<file path="config.mk">
export PLATFORM = sky130hd
export DESIGN_NAME = tag_check
export DESIGN_NICKNAME = d
export VERILOG_FILES = /design/src/design/mmu_pkg.sv /design/src/design/tag_check.sv
export SDC_FILE = /design/constraint.sdc
export NUM_CORES = 1
export LEC_CHECK = 0
export BUFFER_PORTS_ARGS = -buffer_cell sky130_fd_sc_hd__buf_2
export CORE_AREA = 10 10 47 49
export CTS_CLUSTER_SIZE = 24
export DETAILED_ROUTE_END_ITERATION = 8
export DIE_AREA = 0 0 57 59
export MAX_ROUTING_LAYER = met4
export PLACE_DENSITY = 0.56
export SLEW_MARGIN = 20
export SYNTH_ARGS = -nofsm -noshare
export SYNTH_HDL_FRONTEND = slang
export SYNTH_SLANG_ARGS = --single-unit
export TNS_END_PERCENT = 30
</file>
<file path="constraint.sdc">
create_clock -name clk -period 1 [get_ports clk]
set_input_delay 0 -clock clk [delete_from_list [all_inputs] [get_ports clk]]
set_output_delay 0 -clock clk [all_outputs]
set_load 0.02 [all_outputs]
</file>
<file path="src/design/mmu_pkg.sv">
// Shared widths, types and codes; only the five modifying opcodes and six tag vectors are known
package mmu_pkg;

    // ----------------------------------------
    // Address geometry
    // ----------------------------------------
    localparam int PAGE_BITS       = 10;            // Page index width
    localparam int OFFSET_BITS     = 10;            // Word offset inside a page
    localparam int BESM6_PAGE_BITS = 5;             // Virtual page bits in BESM-6 mode
    localparam int NUM_PAGES       = 1024;          // Page map and status depth

    typedef logic [PAGE_BITS-1:0]             page_idx_t;   // Virtual or physical page
    typedef logic [PAGE_BITS+OFFSET_BITS-1:0] vaddr_t;      // Virtual address
    typedef logic [PAGE_BITS+OFFSET_BITS-1:0] phys_addr_t;  // Frame, then offset

    // ----------------------------------------
    // Bus operation codes
    // ----------------------------------------
    typedef logic [3:0] bus_opc_t;                  // Arbiter opcode

    // Opcodes that modify memory
    localparam bus_opc_t OPC_CCWR  = 4'd2;          // Instruction cache write
    localparam bus_opc_t OPC_DCWR  = 4'd4;          // Operand cache write
    localparam bus_opc_t OPC_DWR   = 4'd10;         // Result write
    localparam bus_opc_t OPC_RDMWR = 4'd11;         // Read-modify-write
    localparam bus_opc_t OPC_BTRWR = 4'd12;         // Block transfer write

    // ----------------------------------------
    // Word tags
    // ----------------------------------------
    typedef logic [7:0] tag_t;                      // Tag of a memory word

    localparam int TAG_CMD    = 0;                  // Instruction flag
    localparam int TAG_BESM6  = 1;                  // Compatibility mode
    localparam int TAG_NOLOAD = 2;                  // Read protect
    localparam int TAG_PINT   = 7;                  // Program interpretation

    // ----------------------------------------
    // Interrupt vectors
    // ----------------------------------------
    typedef logic [4:0] int_vect_t;                 // Vector number

    localparam int_vect_t VEC_ITAG_PINT = 5'd9;     // PINT on instruction fetch
    localparam int_vect_t VEC_DTAG_PINT = 5'd10;    // PINT on operand load
    localparam int_vect_t VEC_READ_PROT = 5'd11;    // Load from read-protected word
    localparam int_vect_t VEC_NOT_CMD   = 5'd12;    // Fetched word is not an instruction
    localparam int_vect_t VEC_BAD_ACC   = 5'd21;    // Foreign accumulator mode
    localparam int_vect_t VEC_BAD_OP    = 5'd22;    // Foreign operand mode

endpackage

</file>
<file path="src/design/tag_check.sv">
// Return-side tag checks; a new event overrides a pending vector and beats a same-edge clear
`timescale 1ns/1ns

module tag_check import mmu_pkg::*; (
    input  logic      clk,              // Clock
    input  logic      reset,            // Sync reset, active high
    input  logic      i_fetch_done,     // Instruction fetch returned
    input  logic      i_load_done,      // Operand load returned
    input  tag_t      i_tag,            // Tag of the returned word
    input  logic      i_no_progtag,     // Mask program interpretation
    input  logic      i_no_rtag,        // Mask read protection
    input  logic      i_no_badacc,      // Mask foreign accumulator
    input  logic      i_no_badop,       // Mask foreign operand
    input  logic      i_acc_besm6,      // Accumulator BESM-6 tag bit
    input  logic      i_int_clear,      // Clear pending interrupt
    output logic      o_int,            // Interrupt pending
    output int_vect_t o_int_vect        // Winning vector
);

    // ----------------------------------------
    // Individual checks
    // ----------------------------------------
    logic itag_pint;                    // Fetch, program interpretation
    logic dtag_pint;                    // Load, program interpretation
    logic dtag_noload;                  // Load, read protected
    logic itag_notcmd;                  // Fetch, not an instruction
    logic itag_badacc;                  // Fetch, mode mismatch
    logic dtag_badop;                   // Load, mode mismatch

    assign itag_pint   = i_fetch_done & i_tag[TAG_PINT] & !i_no_progtag;
    assign dtag_pint   = i_load_done & i_tag[TAG_PINT] & !i_no_progtag;
    assign dtag_noload = i_load_done & i_tag[TAG_NOLOAD] & !i_no_rtag;
    assign itag_notcmd = i_fetch_done & !i_tag[TAG_CMD];    // Never masked
    assign itag_badacc = i_fetch_done & (i_tag[TAG_BESM6] != i_acc_besm6) & !i_no_badacc;
    assign dtag_badop  = i_load_done & (i_tag[TAG_BESM6] != i_acc_besm6) & !i_no_badop;

    // ----------------------------------------
    // Priority select
    // ----------------------------------------
    logic      hit;                     // Some check fired
    int_vect_t hit_vect;                // Highest-priority vector

    always_comb begin
        hit      = 1'b1;
        hit_vect = VEC_ITAG_PINT;
        if (itag_pint)
            hit_vect = VEC_ITAG_PINT;
        else if (dtag_pint)
            hit_vect = VEC_DTAG_PINT;
        else if (dtag_noload)
            hit_vect = VEC_READ_PROT;
        else if (itag_notcmd)
            hit_vect = VEC_NOT_CMD;
        else if (itag_badacc)
            hit_vect = VEC_BAD_ACC;
        else if (dtag_badop)
            hit_vect = VEC_BAD_OP;
        else
            hit = 1'b0;                 // Nothing to report
    end

    // ----------------------------------------
    // Interrupt register
    // ----------------------------------------
    always_ff @(posedge clk) begin
        if (reset) begin
            o_int      <= 1'b0;
            o_int_vect <= '0;
        end else if (hit) begin
            o_int      <= 1'b1;         // Event wins over clear
            o_int_vect <= hit_vect;
        end else if (i_int_clear) begin
            o_int      <= 1'b0;         // Vector kept for inspection
        end
    end

    // The return bus completes one transfer per cycle
    a_one_done: assert property (
        @(posedge clk) disable iff (reset)
        !(i_fetch_done && i_load_done)
    ) else $error("fetch and load completed on the same cycle");

endmodule

</file>
; Yosys cells after proc, flatten, opt, wreduce, memory -nomap -nowiden
; Index checks and enable logic that the tools add are counted.
[word_totals]
out_inout_bits = 6
in_bits = 18
word_cells = 34
reg_bits = 6
[op_classes]
n_eq_ne = 1
mux = 14
n_reduce_logical = 6
bitwise_logic = 11
[op_table]
columns = op, count
row1 = 5-bit 2-to-1 mux, 6
row2 = 1-bit bitwise AND, 11
row3 = 1-bit 2-to-1 mux, 8
row4 = 1-bit logical NOT, 5
row5 = 2-bit nonzero test, 1
row6 = 1-bit != test, 1

; Longest topological paths before layout
; Gate-level depths: netlist of the first run.
[depth]
word_depth = 10
depth_mapped = 4
ltp_nobuf = 4

; Least setup slack after synthesis of the first run
; Ideal clock, no wire load.
[synth_path]
path_kind = register -> register
start = register, netlist name o_int_vect[2]
end = register o_int_vect[2]
t_arrival_ns = 0.764
path_buffers = 0
period_less_slack_ns = 0.868
path_stages_with_launch = 3
setup_slack_ns = 0.132
required_time_ns = 0.897
setup_ns = 0.103
path_cell_list = dfxtp_1 > nor3_1 > a2111oi_2
[synth_rtl]
columns = element, line
row1 = end signal: assignment, tag_check.sv:71  ; o_int_vect <= hit_vect;
row2 = end: declaration, tag_check.sv:17  ; output int_vect_t o_int_vect

; Final worst setup path of the first run
[layout_path]
start = input i_tag[7]
end = register o_int
[layout_via]
elab_chain_cells = 5
elab_cells_between_ends = 8
cone_classes = 3 x mux / 4 x bitwise / 1 x reduce/logical
[layout_lines]
columns = element, line
row1 = start: declaration, tag_check.sv:9  ; input tag_t i_tag,
row2 = 1-bit bitwise AND (2 in series), tag_check.sv:31  ; assign dtag_pint = i_load_done & i_tag[TAG_PINT] & !i_no_progtag;
row3 = 1-bit 2-to-1 mux, tag_check.sv:48  ; else if (dtag_pint)
row4 = 1-bit 2-to-1 mux (*), tag_check.sv:46  ; if (itag_pint)
row5 = 1-bit 2-to-1 mux or 2-bit nonzero test (tied branches), n/a
row6 = end signal: assignment, tag_check.sv:67  ; o_int <= 1'b0;
row7 = end signal: assignment, tag_check.sv:70  ; o_int <= 1'b1;
row8 = end signal: assignment, tag_check.sv:73  ; o_int <= 1'b0;
row9 = end: declaration, tag_check.sv:16  ; output logic o_int,
; Mark *: on every way between the ends. The rest lies on a longest branch, timed or not.
; A chain may end at the register's enable or synchronous reset.

==> reports/summary.md, run 1 <==
The run finished with clean final reports. The max-capacitance violation count was 0; the floorplan die area was 3360 µm². Sequential cells were found to cover 33.4% of the synthesized design area. Final hold analysis gives a worst-case slack of 0.0108 ns.

After global routing the overflow that remains totals 0. Total number of vias: 365. The post-CTS setup buffer count is 0. The initial antenna violation count was 0; the deepest level of the CTS H-tree was 1. The final-stage net count is 84. Port buffer count: 19.

The worst setup path is launched from an input port. The run gives 1300 MHz as the maximum clock frequency. Using the TritonRoute via totals, the vias-per-cell ratio works out to 4.56. For the first-pass iteration count of the detailed router, the log shows 2. The end point of the worst hold path is o_int_vect[0]. Once placement finished, the instance area stood at 497 µm².

Once placement completed, the tool counted placed cells totaling 77. The class of the worst hold path was input port to register. The number of failing hold endpoints at the final stage is 0. The run gives 405 as the via count of the first global-routing pass. For the number of routed nets with antenna violations, the log shows 0. In this run the static leakage power is 0.253 nW. The die is 57 µm wide. The logs give 5.66% for the combined global-route utilization of all metal layers and 932 µm for the wire length reported by the detailed router. The normalized max-slew margin is 78.5%. The tools report the number of distinct library cell variants in the gate-level netlist after synthesis as 21.

The number of synthesis warnings was 0. When the netlist entered floorplanning its net count stood at 57. The cell depth of the worst hold path is 2, and the post-route setup TNS is 0 ns. TritonCTS built the clock tree. The run gives 0.23 ns as the worst reg-to-reg setup slack.

Synthesis inferred 6 register bits. Cells with a size suffix above 1 make up 46.9% of the layout. For this run, design rule violations remaining after detail routing come to 0. The area growth from synthesis to layout is 44.6%.

The worst-case IR drop observed on VDD is 0.770 mV. After clock tree synthesis, the flow added hold-fix buffers numbering 0. 24 I/O pins were placed. The total of endpoints with negative setup slack in the final report was 0. The type of the worst setup path was input port to register. TritonCTS created 3 clock buffers. In this run the critical register-to-register path is launched from o_int_vect[2]. The post-detailed-placement half-perimeter wirelength came out at 809 µm. The congestion estimate from routability-driven global placement came to 0.681.

After routing the design area is 519 µm². The longest clock path from root to sink contains 2 buffers. Total power of the final layout: 0.000678 W.

Clock tree synthesis found a total of 6 sinks. The cell count after synthesis came out at 39. Entering global routing, the biggest net connects 8 pins.

The minimum period implied by the final worst setup slack is 0.770 ns, and the number of cell rows is 14. The type of element capturing the critical path was a register. Critical hold path startpoint: reset. The tools report the capture instance of the worst register-to-register path as o_int_vect[2]. Number of max-slew violations in the final report: 0. The tools report the clock latency of the later-clocked register in the worst-skew pair as 0.24 ns. For the worst setup path, the data required time is 1.11 ns.

For the pin with the worst max-slew slack, the measured transition is 0.322 ns. Of all nets on the critical path, the largest fanout is 4. Setup repair after global routing left no endpoint under its margin. Measured in cells, the most critical reg-to-reg path has a length of 2. The worst setup skew after layout was 0 ns; the number of gates resized after cts was 0. For the number of standard cells in the layout, taps in and fillers out, the log shows 80. The run gives 1520 µm as the wire length of the first global-routing pass. The average detailed-routed wire length per instance was 11.7 µm; the worst endpoint data arrival time was 0.88 ns. The run gives 4 as the starting DRC count in detailed routing. The post-route fraction of the period consumed by the critical path was 77.0%; the die height was 59 µm. The average instance in the mapped netlist occupies 9.21 µm². Initial standard-cell utilization of the core: 25.6%. The number of antenna diodes in the final layout is 0. Clock-pin slew was measured on the worst setup and hold paths at 0.04 ns. In this run the power density over the cells is 1300 nW/µm². The core region is 1400 µm². The cell area that synthesis handed to floorplanning was 359 µm². Clock root buffer: clkbuf_4.
[registers in the layout, indices dropped and copies added (netlist names)]
| name | cells |
|---|---|
| o_int_vect | 5 |
| o_int | 1 |
[critical path, cell delays in order]
cell	delay, ns
buf_2	0.10
nor2b_1	0.15
o21a_1	0.23
a211oi_2	0.28
a21oi_1	0.11
[final cells by class]
class	count	area [µm²]
Fill cell	149	882
Multi-Input combinational cell	30	228
Sequential cell	6	120
Timing Repair Buffer	22	118
Clock buffer	3	22.5
Tap cell	16	20.0
Inverter	3	11.3
[Yosys cell counts]
cell,instances,area share [%]
a221oi_2,1,4.2
inv_1,3,3.1
o21ai_0,4,5.6
a31o_1,1,2.4
xor2_1,1,2.4
a31oi_1,1,1.7
a211oi_2,1,3.5
o21a_1,1,2.1
dfxtp_1,6,33
nand2b_1,4,7.0
and3b_1,1,2.4
a21boi_4,1,5.2
a221oi_1,1,2.4
nand2_1,1,1.0
nor3_1,1,1.4
nor2b_1,4,7.0
a21oi_1,3,4.2
nand2b_2,1,2.4
a2111oi_2,1,4.2
nand3_1,1,1.4
o211a_1,1,2.8
[kinds of logic (layout without fill, tap and decap cells)]
| logic type | after synthesis | in the layout | synth area share (%) |
|---|---|---|---|
| XOR/XNOR | 1 | 1 | 2.44 |
| flip-flops | 6 | 6 | 33.5 |
| AO/OA/AOI/OAI | 16 | 16 | 38.3 |
| AND/OR/NAND/NOR | 13 | 13 | 22.6 |
| buffers and inverters | 3 | 28 | 3.14 |
[power breakdown]
part	internal, W	total, W	leakage (nW)	switching, W
registers	0.000261	0.000270	0.0497	0.00000922
logic	0.0000905	0.000193	0.190	0.000102
clock network	0.000135	0.000214	0.0138	0.0000793
total	0.000487	0.000678	0.253	0.000191
[metrics by stage]
| stage | utilization, % | worst slack [ns] |
|---|---|---|
| final | 37.1 | 0.230 |
| after global routing | 37.1 | 0.174 |
| after CTS | 37.1 | 0.224 |
| after detailed placement | 35.4 | -0.0253 |
| after global placement | 35.4 | -0.0115 |
| after floorplan | - | 0.132 |
[layer usage]
| metal | global-route usage (%) | vias up | share of wire, % |
|---|---|---|---|
| met5 | - | - | 0 |
| met4 | 2.01 | 0 | 0 |
| met3 | 2.36 | 0 | 5.2 |
| met2 | 8.99 | 12 | 49 |
| met1 | 6.22 | 159 | 45 |
| li1 | - | 194 | - |
[placed cells by master (no fill, tap or decap), types with 3 or more instances in the layout]
master,n
nor2b_1,4
clkbuf_4,3
nand2b_1,4
dfxtp_1,6
buf_2,19
a21oi_1,3
inv_1,3
buf_4,3
o21ai_0,4
[worst max path at each step]
stage / start / to / slack (ns)
floorplan: o_int_vect[2] / o_int_vect[2] / 0.13
global placement: i_tag[7] / o_int_vect[0] / -0.01
global route: i_tag[7] / o_int / 0.17
CTS: o_int_vect[2] / o_int_vect[2] / 0.22
finish: i_tag[7] / o_int / 0.23
detailed placement: i_tag[7] / o_int_vect[0] / -0.03
(Power assumes the default switching activity.)
==> run 2: changes to the inputs <==
==> constraint.sdc (replaced) <==
create_clock -name clk -period 0.8 [get_ports clk]
set_input_delay 0 -clock clk [delete_from_list [all_inputs] [get_ports clk]]
set_output_delay 0 -clock clk [all_outputs]
set_load 0.02 [all_outputs]
==> run 2 against run 1 <==
Effect of this change:
- cell area grew 10%
- via count grew 5.2%
- flip-flop and latch count is the same
==> reports/summary.md, run 2 (synthesized netlist as in run 1, its figures left out) <==
The total power of the final layout was 0.000888 W (+31%). The largest registers in the layout are o_int_vect (5), o_int (1). The largest fanout on the critical path was 3 (-1); the worst endpoint data arrival time was 0.90 ns (+0.02 ns). The final antenna diode count was 0 (unchanged). Critical hold path startpoint: reset. In this run the critical register-to-register path is captured at o_int_vect[2]. The final core utilization came out at 40.8% (+3.8 points).

The run finished with clean final reports. Average detailed-routed wire length per instance: 12.1 µm (+3.8%). The cell depth of the worst hold path works out to 2 (unchanged). The run gives 3 (unchanged) as the number of CTS-inserted buffers. STA classifies the critical path endpoint as a register. The die height is 59 µm (unchanged), and the floorplan die width is 57 µm (unchanged).

The logs give 1280 MHz for the maximum clock frequency and 384 (+5.2%) for the total number of vias. The final non-filler cell area is 572 µm² (+10%), and the worst endpoint required time is 0.92 ns (-0.19 ns). The floorplan die area came out at 3360 µm² (unchanged).

The run gives 1400 µm² (unchanged) as the core region area. The worst reg-to-reg setup slack was 0.08 ns (-0.15 ns); the wire length reported by the detailed router was 1000 µm (+7.7%). The worst slack at placement is -0.195 ns (-0.169 ns). The wire length of the first global-routing pass was 1750 µm (+15%).

Grouping stages by cell kind, the critical path spends the most delay in compound AO/OA/AOI/OAI gates. The initial standard-cell utilization of the core was 25.6% (unchanged). The minimum period implied by the final worst setup slack is 0.779 ns. The number of cells on the worst reg-to-reg path was 2 (unchanged).

The largest individual stage delay along the critical path comes from the cell a211oi_2. The clock latency of the later-clocked register in the worst-skew pair is 0.24 ns (about the same), and the via count of the first global-routing pass is 440 (+8.6%). The tools report the number of failing hold endpoints at the final stage as 0 (unchanged). The post-detailed-placement half-perimeter wirelength was 861 µm (+6.4%); the static leakage was 0.272 nW (+7.5%). The logs give 1 (unchanged) for the deepest level of the CTS H-tree and 6 (unchanged) for the number of clock sinks.

The tools report the number of standard cells in the layout, taps in and fillers out as 83 (+3.8%). The run gives 0 (unchanged) as the post-CTS setup buffer count. The tools report the global placement routability congestion as 0.759 (+12%). The first-pass iteration count of the detailed router is 4 (+2). Relative to the synthesized area, the layout overhead comes to 59.2%. The maximum cell stage delay along the critical path is 0.29 ns (about the same). The tools report the final-stage net count as 87 (+3.6%). Combined global-route utilization of all metal layers: 6.63% (+0.97 points). For the I/O pin count, the log shows 24 (unchanged). The worst setup skew after layout is 0 ns (unchanged), and the routed via count divided by cell count is 4.63 (+1.4%). More flip-flops sit in one register than any other, and that register is o_int_vect. Traced cell by cell, the critical path runs through buf_2 > nor2b_1 > o21a_2 > a211oi_2 > a221oi_2.

The buffers plus inverters on the worst setup path came out at 1 (unchanged). The tools report the maximum root-to-sink buffer count as 2 (unchanged). The worst-margin pin slew was 0.334 ns (+0.0122 ns); the instance area at placement was 526 µm² (+5.8%).

The port buffer count came out at 19 (unchanged). Starting DRC count in detailed routing: 4 (unchanged). In the layout the commonest cells are 19 x buf_2, 5 x dfxtp_1, 5 x buf_4.

The number of flip-flops in the largest register is 5 (unchanged). Share of layout cells above drive strength 1: 53.7% (+6.9 points). CTS placed an instance of clkbuf_4 at the clock tree root. The power density normalized to cell area was 1550 nW/µm² (+19%); the initial antenna violation count was 0 (unchanged). The total of endpoints with negative setup slack in the final report is 0 (unchanged), and the post-route fraction of the period consumed by the critical path is 97.4%.

The tools report the startpoint of the worst-slack reg-to-reg timing path as o_int_vect[2]. The register clock-pin slew on the reported worst setup and hold paths is 0.05 ns (about the same). The leading cell type in the layout, fill and taps excluded is buf_2.

The class of the worst hold path is input port to register. The end point of the worst hold path was o_int_vect[2]. Number of max-slew violations in the final report: 0 (unchanged).

The maximum resistive drop on vdd was 0.703 mV (-8.7%); the normalized max-slew margin was 77.7% (-0.82 points). The post-route worst setup slack was 0.0209 ns (-0.209 ns); the number of cell rows was 14 (unchanged). TritonCTS built the clock tree. The max-capacitance violation count is 0 (unchanged). The worst setup path is launched from an input port.

The tools report the aggregate global routing overflow as 0 (unchanged). The number of instances in the placed design came out at 79 (+2.6%). Maximum number of pins on one net before global-route repair: 6 (-2). The tools report the fill cell total of the finished layout as 146 (-2.0%). The tools report the number of routed nets with antenna violations as 0 (unchanged). For the number of DRC violations after detailed routing, the log shows 0 (unchanged). The type of the worst setup path was input port to register.
run 2: cell types whose count changed in the layout (fill, tap and decap cells not counted), sizes merged:
cell	previous run	this run
dlygate4sd3	0	1
buf	22	24
run 2: worst max-delay path by stage:
stage / cells past startpoint / endpoint / startpoint
after floorplan: 4 / o_int_vect[0] / i_tag[1]
after CTS: 3 / o_int_vect[2] / reset
final: 5 / o_int_vect[0] / i_tag[7]
after global routing: 5 / o_int_vect[0] / i_tag[7]
after global placement: 5 / o_int_vect[0] / i_tag[7]
after detailed placement: 5 / o_int / i_tag[1]
run 2: through the flow:
| stage | hold slack [ns] | TNS, ns |
|---|---|---|
| after floorplan | 0.0614 | -0.00325 |
| after global placement | 0.262 | -0.860 |
| after detailed placement | 0.255 | -0.925 |
| after CTS | 0.0310 | 0 |
| after global routing | 0.0120 | -0.00204 |
| final | 0.0141 | 0 |
run 2: report_power, final:
part / switching (W) / internal [W] / leakage, nW
Combinational: 0.000141 / 0.000130 / 0.208
Sequential: 0.0000124 / 0.000327 / 0.0500
Clock: 0.000107 / 0.000170 / 0.0138
Total: 0.000261 / 0.000627 / 0.272
run 2: final cells by class:
cell class | count | area (µm²) | share of cell area [%]
clock buffer | 3 | 22.5 | 3.94
inverter | 3 | 11.3 | 1.97
multi-input combinational | 30 | 254 | 44.4
sequential | 6 | 121 | 21.2
tap | 16 | 20.0 | 3.50
timing repair buffer | 25 | 143 | 24.9
run 2: timing repair:
action / CTS / global route
setup endpoints to repair: 0 / 1
hold buffers: 2 / 0
gates resized for setup: 0 / 2
hold endpoints to repair: 2 / 0
run 2: layer usage:
layer / track usage (%) / part of all wire (%) / vias to the layer above
li1: - / - / 200
met1: 7.28 / 44 / 167
met2: 9.30 / 49 / 17
met3: 3.43 / 6.9 / 0
met4: 4.03 / 0 / 0
met5: - / 0 / -
==> run 3: changes to the inputs <==
--- a/config.mk
+++ b/config.mk
@@ -10,7 +10,7 @@
 export CTS_CLUSTER_SIZE = 24
 export DETAILED_ROUTE_END_ITERATION = 8
 export DIE_AREA = 0 0 57 59
-export MAX_ROUTING_LAYER = met4
+export GPL_ROUTABILITY_DRIVEN = 0
 export PLACE_DENSITY = 0.56
 export SLEW_MARGIN = 20
 export SYNTH_ARGS = -nofsm -noshare
==> run 3 against run 2 <==
Effect of this change:
- cell area unchanged
- register-to-register slack about the same
- fmax about the same
- flip-flop and latch count unchanged
- sequential power about the same
- global-route usage down 0.18 points
- routed wire length unchanged
- first-iteration DRC count unchanged
- core utilization unchanged
- non-clock buffer count unchanged
- critical path type unchanged
- largest power group unchanged
- highest routed layer unchanged
==> reports/summary.md, run 3 (synthesized netlist as in run 1, its figures left out) <==
The run finished with clean final reports. The final-stage net count came out at 87 (unchanged). The class of the worst hold path is input port to register. The minimum period implied by the final worst setup slack was 0.779 ns (+0.000155 ns); the maximum cell stage delay along the critical path was 0.29 ns (about the same). The register area was 121 µm² (unchanged). Broken down by cell family, the worst path's largest delay share belongs to compound AO/OA/AOI/OAI gates. For the normalized max-slew margin, the log shows 77.7% (unchanged). The initial antenna violation count came out at 0 (unchanged). The post-CTS setup buffer count was 0 (unchanged).

The logs give 1280 MHz (about the same) for the maximum clock frequency and 2 (unchanged) for the maximum root-to-sink buffer count. Number of max-slew violations in the final report: 0 (unchanged). For the number of cell rows, the log shows 14 (unchanged). The portion of total power attributed to sequential cells was 38.3% (about the same). The wire length reported by the detailed router is 1000 µm (unchanged).

The number of cells on the worst reg-to-reg path was 2 (unchanged). The post-route fraction of the period consumed by the critical path is 97.4% (about the same). The largest registers in the layout are o_int_vect (5), o_int (1). Worst endpoint data arrival time: 0.90 ns (about the same). The type of element capturing the critical path is a register. The cell depth of the worst hold path came out at 2 (unchanged). The logs give 0.92 ns (about the same) for the worst endpoint required time and 1400 µm² (unchanged) for the core region area.

The number of failing hold endpoints at the final stage was 0 (unchanged); the share of layout cells above drive strength 1 was 53.7% (unchanged). The logs give 384 (unchanged) for the total number of vias and 254 µm² (unchanged) for the area occupied by multi-input gates. For the maximum number of pins on one net before global-route repair, the log shows 6 (unchanged).

The top cell types in the final layout, fill and taps aside, are 19 x buf_2, 5 x dfxtp_1, 5 x buf_4. The aggregate global routing overflow is 0 (unchanged), and the largest fanout on the critical path is 3 (unchanged). The port buffer count is 19 (unchanged). The register ranked first by flip-flop count was o_int_vect. The clock latency of the later-clocked register in the worst-skew pair came out at 0.24 ns (about the same). The average detailed-routed wire length per instance is 12.1 µm (unchanged), and the I/O pin count is 24 (unchanged). The total number of cells along the worst setup path works out to 5 (unchanged). The number of CTS-inserted buffers was 3 (unchanged). The total of endpoints with negative setup slack in the final report came out at 0 (unchanged). Leading cell type in the layout, fill and taps excluded: buf_2. The run gives 1 (unchanged) as the deepest level of the CTS H-tree. For this design, the slowest cell found on the critical path is a211oi_2.

The run gives 0 (unchanged) as the final antenna diode count. The critical path in this run is classified as input port to register. For the worst setup skew after layout, the log shows 0 ns (unchanged).

For the static leakage, the log shows 0.272 nW (unchanged). The clock root buffer was clkbuf_4. The run gives 0.000260 W (-0.24%) as the power dissipated by switching net loads. The run gives 0.703 mV (about the same) as the maximum resistive drop on vdd. Walking the worst path, the cells encountered are buf_2 > nor2b_1 > o21a_2 > a211oi_2 > a221oi_2. STA classifies the critical path startpoint as an input port. The routed via count divided by cell count was 4.63 (unchanged).

The run gives 1750 µm (unchanged) as the wire length of the first global-routing pass. The number of flip-flops in the largest register was 5 (unchanged). For the number of routed nets with antenna violations, the log shows 0 (unchanged).

The worst-margin pin slew came out at 0.334 ns (unchanged). The buffers plus inverters on the worst setup path is 1 (unchanged), and the combined global-route utilization of all metal layers is 6.45% (-0.18 points). The number of clock sinks was 6 (unchanged); the clock power share was 31.2% (about the same). The signed area change from the synthesized netlist to the final layout was 59.2% (unchanged); the via count of the first global-routing pass was 440 (unchanged). The max-capacitance violation count came out at 0 (unchanged). The fill cell total of the finished layout is 146 (unchanged), and the first-pass iteration count of the detailed router is 4 (unchanged). TritonCTS built the clock tree.

The die height is 59 µm (unchanged), and the initial standard-cell utilization of the core is 25.6% (unchanged). The logs give 30.5% (about the same) for the proportion of power drawn by combinational gates and 0 (unchanged) for the number of DRC violations after detailed routing. The final core utilization was 40.8% (unchanged); the switching part of the total was 29.3% (-0.050 points). The register clock-pin slew on the reported worst setup and hold paths was 0.05 ns (about the same). The power density normalized to cell area came out at 1550 nW/µm² (about the same).

The floorplan die width is 57 µm (unchanged), and the post-detailed-placement half-perimeter wirelength is 861 µm (unchanged). The run gives 4 (unchanged) as the starting DRC count in detailed routing. The floorplan die area is 3360 µm² (unchanged), and the post-route setup TNS is 0 ns (unchanged). The run gives 0.000627 W (about the same) as the internal power consumption.
[run 3: cell counts in the layout (fill, tap and decap cells not counted)]
Identical to the previous run, type by type.
[run 3: power groups by stage]
stage	Clock [W]	Sequential, W	Combinational [W]
4_1_cts	0.000287	0.000340	0.000267
6_report	0.000277	0.000340	0.000271
5_1_grt	0.000319	0.000341	0.000299
3_5_place_dp	0	0.000345	0.000259
2_1_floorplan	0	0.000378	0.000111
3_3_place_gp	0	0.000344	0.000257
[run 3: layout make-up]
class                   instances  share of cell area, %
multi-input cells              30                   44.4
repair buffers                 25                   24.9
flip-flops and latches          6                   21.2
clock buffers                   3                   3.94
well taps                      16                   3.50
inverters                       3                   1.97
[run 3: per-layer routing]
metal	GRT usage (%)	share of wire (%)	vias to the layer above	routed length [µm]
met1	6.56	39	167	395
met2	9.30	49	17	492
met3	4.72	12	0	116
met5	0	0	-	0
li1	-	-	200	-
met4	4.03	0	0	0
[run 3: worst paths after layout]
check / from / to / slack (ns)
hold / removal: reset / o_int_vect[2] / 0.01
hold reg to reg: o_int_vect[3] / o_int_vect[3] / 0.47
setup reg to reg: o_int_vect[2] / o_int_vect[2] / 0.08
setup / recovery: i_tag[7] / o_int_vect[0] / 0.02
[run 3: stage by stage]
step	cell area (µm²)	worst slack, ns	cells	hold slack (ns)	total power (W)
after floorplan	373	-0.00221	39	0.0614	0.000489
final	572	0.0207	83	0.0142	0.000887
after global routing	572	-0.00204	83	0.0120	0.000960
after CTS	568	0.0313	84	0.0310	0.000895
after detailed placement	526	-0.195	79	0.255	0.000604
after global placement	526	-0.198	79	0.262	0.000602
[run 3: repair_timing]
item                                    4_1_cts  5_1_grt
hold buffers                                  2        0
gates resized for setup                       0        2
hold endpoints to repair                      2        0
endpoints found under the setup margin        0        1
